### config.mk
export PLATFORM = sky130hd
export DESIGN_NAME = memCtrlTop
export DESIGN_NICKNAME = d
export VERILOG_FILES = /design/src/design/memCtrl_pkg.sv /design/src/design/memCtrlTop.sv /design/src/design/byteSequencer.sv /design/src/design/memRequestArbiter.sv
export VERILOG_INCLUDE_DIRS = /design/src /design/src/include
export SDC_FILE = /design/constraint.sdc
export NUM_CORES = 1
export LEC_CHECK = 0
export ABC_AREA = 1
export BUFFER_PORTS_ARGS = -buffer_cell sky130_fd_sc_hd__buf_2
export CELL_PAD_IN_SITES_DETAIL_PLACEMENT = 0
export CELL_PAD_IN_SITES_GLOBAL_PLACEMENT = 2
export CORE_UTILIZATION = 27
export DETAILED_ROUTE_END_ITERATION = 12
export PLACE_DENSITY = 0.82
export SLEW_MARGIN = 20
export SYNTH_ARGS = -nofsm -noshare
export SYNTH_HDL_FRONTEND = slang
export SYNTH_HIERARCHICAL = 1
export SYNTH_SLANG_ARGS = --single-unit
### constraint.sdc
create_clock -name clk -period 2.75 [get_ports clk]
set_clock_uncertainty 0.05 [all_clocks]
set_input_delay 0.275 -clock clk [delete_from_list [all_inputs] [get_ports clk]]
set_output_delay 0.275 -clock clk [all_outputs]
set_load 0.005 [all_outputs]
### src/include/memCtrl_macros.svh
`ifndef MEMCTRL_MACROS_SVH
`define MEMCTRL_MACROS_SVH

// byte address width
`define ADDR_W 32

// instruction and data word width
`define WORD_W 32

// RAM data port width
`define BYTE_W 8

// holds a byte count of 1 to 4
`define LEN_W 3

// bytes per instruction fetch
`define INST_BYTES 4

// address increment between consecutive bytes
`define ADDR_STEP 1

`endif
### src/design/memCtrl_pkg.sv
`include "memCtrl_macros.svh"

package memCtrl_pkg;

    // busy code seen by both clients
    typedef enum logic [1:0] {
        ownerNone  = 2'd0,
        ownerData  = 2'd1,
        ownerFetch = 2'd2
    } ownerT;

    // access kind handed from arbiter to sequencer
    typedef enum logic [1:0] {
        accRead  = 2'd0,
        accWrite = 2'd1
    } accessT;

    typedef logic [`WORD_W-1:0] wordT;

endpackage

### src/design/memCtrlTop.sv
`timescale 1ns/100ps
`include "memCtrl_macros.svh"

module memCtrlTop (
    input  logic               clk,
    input  logic               rst,
    input  logic               i_rdy,
    input  logic               i_ioBufferFull,
    input  logic               i_fetchEn,
    input  logic [`ADDR_W-1:0] i_fetchAddr,
    input  logic               i_dataEn,
    input  logic               i_dataWrite,
    input  logic [`LEN_W-1:0]  i_dataLen,
    input  logic [`ADDR_W-1:0] i_dataAddr,
    input  memCtrl_pkg::wordT  i_dataWdata,
    input  logic [`BYTE_W-1:0] i_memRdata,
    output logic [`ADDR_W-1:0] o_memAddr,
    output logic               o_memWe,
    output logic [`BYTE_W-1:0] o_memWdata,
    output logic               o_fetchDone,
    output memCtrl_pkg::wordT  o_fetchInst,
    output logic               o_dataDone,
    output memCtrl_pkg::wordT  o_dataRdata,
    output memCtrl_pkg::ownerT o_owner
);

    logic                advance;
    logic                start;
    logic                finish;
    memCtrl_pkg::accessT access;
    logic [`LEN_W-1:0]   len;
    logic [`ADDR_W-1:0]  addr;
    memCtrl_pkg::wordT   wdata;
    memCtrl_pkg::wordT   word;

    // frozen on global not-ready or full I/O buffer
    assign advance = i_rdy && !i_ioBufferFull;

    memRequestArbiter u_arbiter (
        .i_clk       (clk),
        .i_rst       (rst),
        .i_advance   (advance),
        .i_fetchEn   (i_fetchEn),
        .i_fetchAddr (i_fetchAddr),
        .i_dataEn    (i_dataEn),
        .i_dataWrite (i_dataWrite),
        .i_dataLen   (i_dataLen),
        .i_dataAddr  (i_dataAddr),
        .i_dataWdata (i_dataWdata),
        .i_finish    (finish),
        .o_owner     (o_owner),
        .o_start     (start),
        .o_access    (access),
        .o_len       (len),
        .o_addr      (addr),
        .o_wdata     (wdata)
    );

    byteSequencer u_sequencer (
        .i_clk      (clk),
        .i_rst      (rst),
        .i_advance  (advance),
        .i_start    (start),
        .i_access   (access),
        .i_len      (len),
        .i_addr     (addr),
        .i_wdata    (wdata),
        .i_memRdata (i_memRdata),
        .o_memAddr  (o_memAddr),
        .o_memWe    (o_memWe),
        .o_memWdata (o_memWdata),
        .o_finish   (finish),
        .o_word     (word)
    );

    // route the finish pulse to whoever owns the RAM
    assign o_fetchDone = finish && (o_owner == memCtrl_pkg::ownerFetch);
    assign o_dataDone  = finish && (o_owner == memCtrl_pkg::ownerData);
    assign o_fetchInst = o_fetchDone ? word : '0;
    assign o_dataRdata = o_dataDone ? word : '0;

endmodule

### src/design/byteSequencer.sv
`timescale 1ns/100ps
`include "memCtrl_macros.svh"

module byteSequencer (
    input  logic                i_clk,
    input  logic                i_rst,
    input  logic                i_advance,
    input  logic                i_start,
    input  memCtrl_pkg::accessT i_access,
    input  logic [`LEN_W-1:0]   i_len,
    input  logic [`ADDR_W-1:0]  i_addr,
    input  memCtrl_pkg::wordT   i_wdata,
    input  logic [`BYTE_W-1:0]  i_memRdata,
    output logic [`ADDR_W-1:0]  o_memAddr,
    output logic                o_memWe,
    output logic [`BYTE_W-1:0]  o_memWdata,
    output logic                o_finish,
    output memCtrl_pkg::wordT   o_word
);

    logic              active;
    logic              running;
    logic              isWrite;
    logic              issuing;
    logic              memOn;
    logic [`LEN_W-1:0] issueCnt;
    logic [`LEN_W-1:0] rxCnt;
    logic [1:0]        issueLane;
    logic [1:0]        rxLane;
    logic              rdPend;
    logic              rxLast;
    logic              rxAll;
    logic              wrLast;
    memCtrl_pkg::wordT word;

    assign running   = active | i_start;
    assign isWrite   = (i_access == memCtrl_pkg::accWrite);
    assign issuing   = running && (issueCnt < i_len);
    assign memOn     = i_advance && issuing;
    assign issueLane = issueCnt[1:0];
    assign rxLane    = rxCnt[1:0];

    // output stage: one byte address per advancing cycle
    always_comb begin
        o_memAddr  = '0;
        o_memWe    = 1'b0;
        o_memWdata = '0;
        if (memOn) begin
            o_memAddr = i_addr + `ADDR_W'(`ADDR_STEP * issueCnt);
            if (isWrite) begin
                o_memWe    = 1'b1;
                o_memWdata = i_wdata[issueLane*`BYTE_W +: `BYTE_W];
            end
        end
    end

    // last byte arriving now, or already caught during a stall
    assign rxLast = rdPend && (rxCnt == i_len - `LEN_W'(1));
    assign rxAll  = (rxCnt == i_len);
    assign wrLast = issuing && (issueCnt == i_len - `LEN_W'(1));

    always_comb begin
        o_finish = 1'b0;
        if (i_advance && running) begin
            if (isWrite) begin
                o_finish = wrLast;
            end else begin
                o_finish = rxLast || rxAll;
            end
        end
    end

    // stored bytes plus the one on the bus
    always_comb begin
        o_word = word;
        if (rdPend) begin
            o_word[rxLane*`BYTE_W +: `BYTE_W] = i_memRdata;
        end
    end

    // counters; the input stage follows the RAM, which keeps returning during a stall
    always_ff @(posedge i_clk) begin
        if (i_rst) begin
            active   <= 1'b0;
            issueCnt <= '0;
            rxCnt    <= '0;
            rdPend   <= 1'b0;
        end else begin
            rdPend <= memOn && !isWrite;
            if (rdPend) begin
                rxCnt <= rxCnt + `LEN_W'(1);
            end
            if (i_advance) begin
                if (o_finish) begin
                    active   <= 1'b0;
                    issueCnt <= '0;
                    rxCnt    <= '0;
                end else begin
                    if (i_start) begin
                        active <= 1'b1;
                    end
                    if (issuing) begin
                        issueCnt <= issueCnt + `LEN_W'(1);
                    end
                end
            end
        end
    end

    // unused upper lanes stay zero
    always_ff @(posedge i_clk) begin
        if (i_advance && i_start) begin
            word <= '0;
        end else if (rdPend) begin
            word[rxLane*`BYTE_W +: `BYTE_W] <= i_memRdata;
        end
    end

endmodule

### src/design/memRequestArbiter.sv
`timescale 1ns/100ps
`include "memCtrl_macros.svh"

module memRequestArbiter (
    input  logic                i_clk,
    input  logic                i_rst,
    input  logic                i_advance,
    input  logic                i_fetchEn,
    input  logic [`ADDR_W-1:0]  i_fetchAddr,
    input  logic                i_dataEn,
    input  logic                i_dataWrite,
    input  logic [`LEN_W-1:0]   i_dataLen,
    input  logic [`ADDR_W-1:0]  i_dataAddr,
    input  memCtrl_pkg::wordT   i_dataWdata,
    input  logic                i_finish,
    output memCtrl_pkg::ownerT  o_owner,
    output logic                o_start,
    output memCtrl_pkg::accessT o_access,
    output logic [`LEN_W-1:0]   o_len,
    output logic [`ADDR_W-1:0]  o_addr,
    output memCtrl_pkg::wordT   o_wdata
);

    memCtrl_pkg::ownerT  owner;
    logic                startQ;
    memCtrl_pkg::accessT accessQ;
    logic [`LEN_W-1:0]   lenQ;
    logic [`ADDR_W-1:0]  addrQ;
    memCtrl_pkg::wordT   wdataQ;
    logic                idle;

    assign idle = (owner == memCtrl_pkg::ownerNone);

    // ownership and start pulse
    always_ff @(posedge i_clk) begin
        if (i_rst) begin
            owner  <= memCtrl_pkg::ownerNone;
            startQ <= 1'b0;
        end else if (i_advance) begin
            startQ <= 1'b0;
            if (idle) begin
                // data wins over fetch
                if (i_dataEn) begin
                    owner  <= memCtrl_pkg::ownerData;
                    startQ <= 1'b1;
                end else if (i_fetchEn) begin
                    owner  <= memCtrl_pkg::ownerFetch;
                    startQ <= 1'b1;
                end
            end else if (i_finish) begin
                owner <= memCtrl_pkg::ownerNone;
            end
        end
    end

    // request fields, held for the whole transfer
    always_ff @(posedge i_clk) begin
        if (i_advance && idle) begin
            if (i_dataEn) begin
                accessQ <= i_dataWrite ? memCtrl_pkg::accWrite : memCtrl_pkg::accRead;
                lenQ    <= i_dataLen;
                addrQ   <= i_dataAddr;
                wdataQ  <= i_dataWdata;
            end else if (i_fetchEn) begin
                accessQ <= memCtrl_pkg::accRead;
                lenQ    <= `LEN_W'(`INST_BYTES);
                addrQ   <= i_fetchAddr;
                wdataQ  <= '0;
            end
        end
    end

    assign o_owner  = owner;
    assign o_start  = startQ;
    assign o_access = accessQ;
    assign o_len    = lenQ;
    assign o_addr   = addrQ;
    assign o_wdata  = wdataQ;

endmodule

==> Word-level counts from Yosys, hierarchy flattened <==
Cells that the tools add are included.
Widths: inputs -> output; s select.
{ "totals": {"register_bits": 112, "output_inout_bits": 109, "word_cells": 85} }
{ "classes": {"n_addsub": 5, "n_lt_le_gt_ge": 1, "eq_ne": 7, "shifts": 3, "muxes": 34, "bitwise": 1, "n_reduce_logical": 23} }
{ "ops": {"columns": ["operator", "n"], "rows": [
  ["$mux 32", 8],
  ["$neg 5->34", 1],
  ["$shift 8x34->32 const A", 1],
  ["$shiftx 8x34->32", 1],
  ["$add 32x3->32", 1],
  ["$bwmux 32", 1],
  ["$shiftx 32x6->8", 1],
  ["$mux 3", 7],
  ["$mux 8", 2],
  ["$mux 2", 6],
  ["$logic_and 1x1->1", 11],
  ["$mux 1", 10],
  ["$eq 3x3->1", 3],
  ["$reduce_bool 2->1", 4],
  ["$add 3x1->3 const B", 2],
  ["$reduce_and 2->1", 3],
  ["$eq 2x1->1 const B", 2],
  ["$lt 3x3->1", 1],
  ["$ne 3x3->1 const B", 1],
  ["$reduce_and 3->1", 1],
  ["$sub 3x1->3 const B", 1],
  ["$eq 2x2->1 const B", 1],
  ["$logic_not 1->1", 2],
  ["$logic_not 2->1", 1],
  ["other kinds (2)", 2]
]} }

==> Depth between registers and ports, before layout <==
{ "depth": {"word_depth": 8, "ltp_mapped": 16, "depth_no_buf": 16} }

==> By module <==
The synthesis kept the hierarchy.
{ "modules_own_cells": {"columns": ["mod", "instances", "cells_per_inst", "area_per_inst_um2"], "rows": [
  ["byteSequencer", 1, 595, 3472.1],
  ["memRequestArbiter", 1, 272, 2916.5],
  ["memCtrlTop", 1, 110, 495.5]
]} }

==> Worst setup path after synthesis <==
Ideal clock, no wire load.
{ "synth_path": {"path_type": "input-to-reg", "startpoint": "input i_rdy", "endpoint": "register u_arbiter.accessQ[0] (netlist: u_arbiter/o_access[0]), enable pin", "setup_time_ns": 0.422, "arrival_ns": 2.066, "required_ns": 2.278, "slack_ns": 0.212, "path_stages": 4, "cell_sequence": "inv_1 -> nor2_1 -> nand3_2 -> inv_1"} }
{ "synth_between": {"elab_chain_len": 3} }
{ "synth_rtl": {"columns": ["item", "line_no", "text"], "rows": [
  ["start, declared", "memCtrlTop.sv:7", "input logic i_rdy,"],
  ["$logic_and 1x1->1", "memCtrlTop.sv:37", "assign advance = i_rdy && !i_ioBufferFull;"],
  ["net advance", "memCtrlTop.sv:27", "logic advance;"],
  ["$logic_and 1x1->1", "memRequestArbiter.sv:58", "if (i_advance && idle) begin"],
  ["$reduce_and 2->1 (no line)", null, null],
  ["end signal, assigned", "memRequestArbiter.sv:60", "accessQ <= i_dataWrite ? memCtrl_pkg::accWrite : memCtrl_pkg::accRead;"],
  ["end signal, assigned", "memRequestArbiter.sv:65", "accessQ <= memCtrl_pkg::accRead;"],
  ["end, declared", "memRequestArbiter.sv:26", "memCtrl_pkg::accessT accessQ;"]
]} }
The timed path passes the listed nets, and every way through them passes these cells.
A chain may end at the register's enable or synchronous reset.

==> Worst setup path after layout <==
{ "layout_path": {"startpoint": "register u_sequencer.issueCnt[0]", "endpoint": "output o_memAddr[20]"} }
{ "layout_between": {"elab_chain_len": 4, "elab_cells_between_ends": 5, "classes_between": "1 x add/sub; 1 x order compare; 1 x mux; 2 x reduce/logical"} }
{ "layout_rtl": {"columns": ["item", "line_no", "text"], "rows": [
  ["start, declared", "byteSequencer.sv:26", "logic [`LEN_W-1:0] issueCnt;"],
  ["start signal, assigned", "byteSequencer.sv:103", "issueCnt <= issueCnt + `LEN_W'(1);"],
  ["parallel branches: the longest is 3 deep, another holds $add 32x3->32", null, null],
  ["$mux 32 (*)", "byteSequencer.sv:48", "if (memOn) begin"],
  ["end, declared", "memCtrlTop.sv:17", "output logic [`ADDR_W-1:0] o_memAddr,"]
]} }
Every way passes the cells marked *.

==> impl_metrics.csv <==
group,metric,value,unit
outcome,outcome,"complete, no violations",
floorplanning,die-area,26100,sq um
cts,cts_num_sinks,111,
grt,grt_pass1_wl,33700,um
timing,worst_pin_slew,0.718,ns
routing,vias,6753,
routing,ant_nets,0,
grt,grt_usage,16.7,%
timing,hold_slack,0.0982,ns
power,p_switching,1.17,mW
layout,synthToLayoutAreaGrowth,33.1,%
setup_path,path_max_fanout,5,
layout,fin_nets,1342,
power,p_clk_share,35.7,%
worst_hold_path,hp-class,"input port to flip-flop",
layout,final_common_cell,"nand2_1",
cts,cts_inserted_buffers,9,
timing,period_share,99.0,%
timing,relSlewSlack,52.1,%
cts,cts_tree,"yes",
timing,timing.fmax,367,MHz
routing,drc_errors,0,
synth,async_flop_share,0,%
setup_path,crit_chain,"ha_2, inv_2, fa_2, inv_2, nand2_2, nand2_2, nand2_4, nor2_4, buf_6, nand3_2, o21ai_1, nor2_1, buf_2",
power,switching_share,28.6,%
power,power.leakage,4.65,nW
setup_path,critical_path.endpoint,"o_memAddr[20]",
floorplanning,die_x,162,um
synth,synth_cell_types,40,
cts,cts_buffer_depth,2,
setup_path,path_buf_inv,4,
job,max_cap_viol_count,0,
routing,wl_per_cell,14.3,um
floorplanning,coreArea,25100,sq um
grt,grt_pass1_vias,6192,
layout,final_cell_mix,"nand2_1 (263), buf_2 (222), nor2_1 (157)",
timing,hold_violations,0,
cts,clk_pin_slew,0.08,ns
cts,cts_hold_buf,0,
synth,yosysTopAreaCell,"edfxtp_1",
synth,syn-num-nets,1106,
synth,ys_ff_latch,111,
power,pwr-share-comb,15.8,%
synth,synth_enable_flop_cells,68,
routing,dr.pass1.iters,5,
place,gp_congestion,0.839,
synth,synth_area,6880,sq um
timing,finalMaxSlewViolations,0,
floorplanning,initial_utilization,27.4,%
setup_path,worstSetupStartpoint,"u_sequencer/issueCnt[0]$_SDFFE_PP0P_",
routing,drt_wl_total,22200,um
setup_path,r2r-start,"u_arbiter/o_len[0]$_SDFFCE_PN0P_",
synth,synth.avg_cell_area,7.05,sq um
floorplanning,die_h,162,um
place,io_buffers,222,
cts,insertion_delay,0.36,ns
synth,synthFlopType,"edfxtp_1",
synth,ys.warnings.count,6,
setup_path,cp_top_family,"adder cells",
setup_path,cp-start-kind,"flip-flop",
setup_path,cp.required,2.42,ns
setup_path,r2r-end,"u_arbiter/o_owner[1]$_SDFFE_PP0P_",
layout,design_area,9160,sq um
power,power_density,445,nW/um^2
grt,grt_max_degree,69,
setup_path,critical_path_depth,13,
power,finalPower,4.08,mW
synth,postSynthCellCount,977,
power,ir_drop,0.242,mV
grt,grt-ovfl-total,0,
setup_path,cp_data_arrival_time,2.40,ns
setup_path,ff2ff_setup_slack,0.66,ns
setup_path,critPathCaptureType,"output pin",
setup_path,reg2regPathDepth,17,
setup_path,critPathKind,"flip-flop to output pin",
synth,ys_top_cells_by_area,"edfxtp_1 (30%), nand2_1 (15%), dfxtp_1 (13%)",
cts,htreeDepth,3,
place,dpl.hpwl,15800,um
grt,antenna_found_initial,0,
layout,n_fill_cell,2811,
layout,drive_gt1_share,31.1,%
routing,via_per_inst,4.36,
floorplanning,ios,223,
setup_path,slowest_delay,0.41,ns
power,seq_power_share,48.6,%
timing,setup_viol,0,
timing,min_period,2.72,ns
floorplanning,row_count,58,
synth,seq_area_frac_synth,42.2,%
synth,yosysTopAreaCellShare,29.7,%
power,internal_power,2.91,mW
timing,grt_setup_unrepaired,"yes",
worst_hold_path,worstHoldStart,"rst",
place,post_dp_cell_area,8270,sq um
setup_path,slowest_stage,"fa_2",
routing,drtIter0Drc,366,
cts,root_buffer,"clkbuf_16",
layout,n_antenna_cell,0,
==> layer usage <==
layer	vias to the layer above	track usage, %	wire (um)
met3	16	1.99	771
met2	139	28.6	10900
li1	3499	-	-
met1	3099	22.1	10200
met4	0	5.06	243
met5	-	0	0
==> cells in the mapped netlist (all sizes together) (6+ instances only) <==
library cell	instances
nand2	278
nor2	193
inv	177
edfxtp	68
dfxtp	43
nand3	35
a21oi	34
o21ai	27
buf	26
nor3	21
ha	14
nand4	9
a21boi	8
a22oi	8
o22ai	8
clkbuf	6
==> sequential cells by signal, summed over array words and instances (netlist names) <==
signal,flops
u_arbiter/o_start,1
u_arbiter/o_access,1
u_arbiter/o_owner,2
u_arbiter/o_len,3
u_sequencer/active,1
u_sequencer/issueCnt,3
u_sequencer/rxCnt,3
u_sequencer/word,32
u_sequencer/rdPend,1
u_arbiter/o_addr,32
u_arbiter/o_wdata,32
==> per-stage QoR <==
stage	cells	setup slack, ns	util [%]	TNS, ns
floorplan	977	0.212	-	0
global placement	1507	0.228	32.9	0
detailed placement	1507	0.206	32.9	0
CTS	1534	0.0131	35.0	0
global route	1548	-0.110	36.5	-4.09
finish	1548	0.0263	36.5	0
==> cells by family after synthesis <==
group                      after synthesis  share of synthesized area (%)
AOI/OAI and AO/OA                       88                           7.52
other                                    1                         0.0545
and+or+nand+nor                        541                           33.0
adders and majority gates               15                           2.84
buffers and inverters                  211                           13.1
xor gates and xnor gates                10                           1.27
DFF                                    111                           42.2
==> worst reg2reg max path, cell delays in order, from the launching register on <==
cell,delay (ns)
edfxtp_1,0.43
inv_2,0.11
ha_4,0.21
inv_1,0.06
nand2_1,0.05
nand3_1,0.07
nor2_1,0.05
nand2_1,0.07
nand3_2,0.06
nand3_2,0.11
clkinvlp_4,0.12
buf_6,0.13
buf_4,0.12
nand2_1,0.05
inv_1,0.04
nand2_1,0.07
nand3_1,0.08
a21oi_1,0.15
==> worst min-delay path by stage <==
stage                                        endpoint  slack, ns  cells past startpoint
floorplan           u_arbiter/o_owner[0]$_SDFFE_PP0P_       0.29                      1
global placement      u_sequencer/word[21]$_SDFF_PP0_       0.41                      2
detailed placement    u_sequencer/word[22]$_SDFF_PP0_       0.42                      2
CTS                    u_arbiter/o_start$_SDFFE_PP0P_       0.09                      2
global route        u_arbiter/o_owner[0]$_SDFFE_PP0P_       0.11                      2
finish                 u_arbiter/o_start$_SDFFE_PP0P_        0.1                      2
==> final cells by class <==
cell class | count | area, sq um | area share (%)
Tap cell | 330 | 413 | 4.51
Multi-Input combinational cell | 661 | 3410 | 37.2
Clock inverter | 7 | 105 | 1.15
Sequential cell | 111 | 2910 | 31.7
Clock buffer | 9 | 225 | 2.46
Inverter | 179 | 687 | 7.50
Timing Repair Buffer | 251 | 1420 | 15.5
==> timing repair <==
action,CTS,global route
endpoints found under the setup margin,75,78
gates resized for setup,11,76
cloned,6,2
pin swaps,7,15
buffers inserted,5,12
==> power by group through the flow <==
stage	logic, mW	clock network, mW	registers, mW
final	0.643	1.45	1.98
after global routing	0.744	1.56	2.00
after CTS	0.619	1.51	1.98
after detailed placement	0.608	0	2.02
after global placement	0.602	0	2.01
after floorplan	0.408	0	2.00
Power figures use the tool's default switching activity.
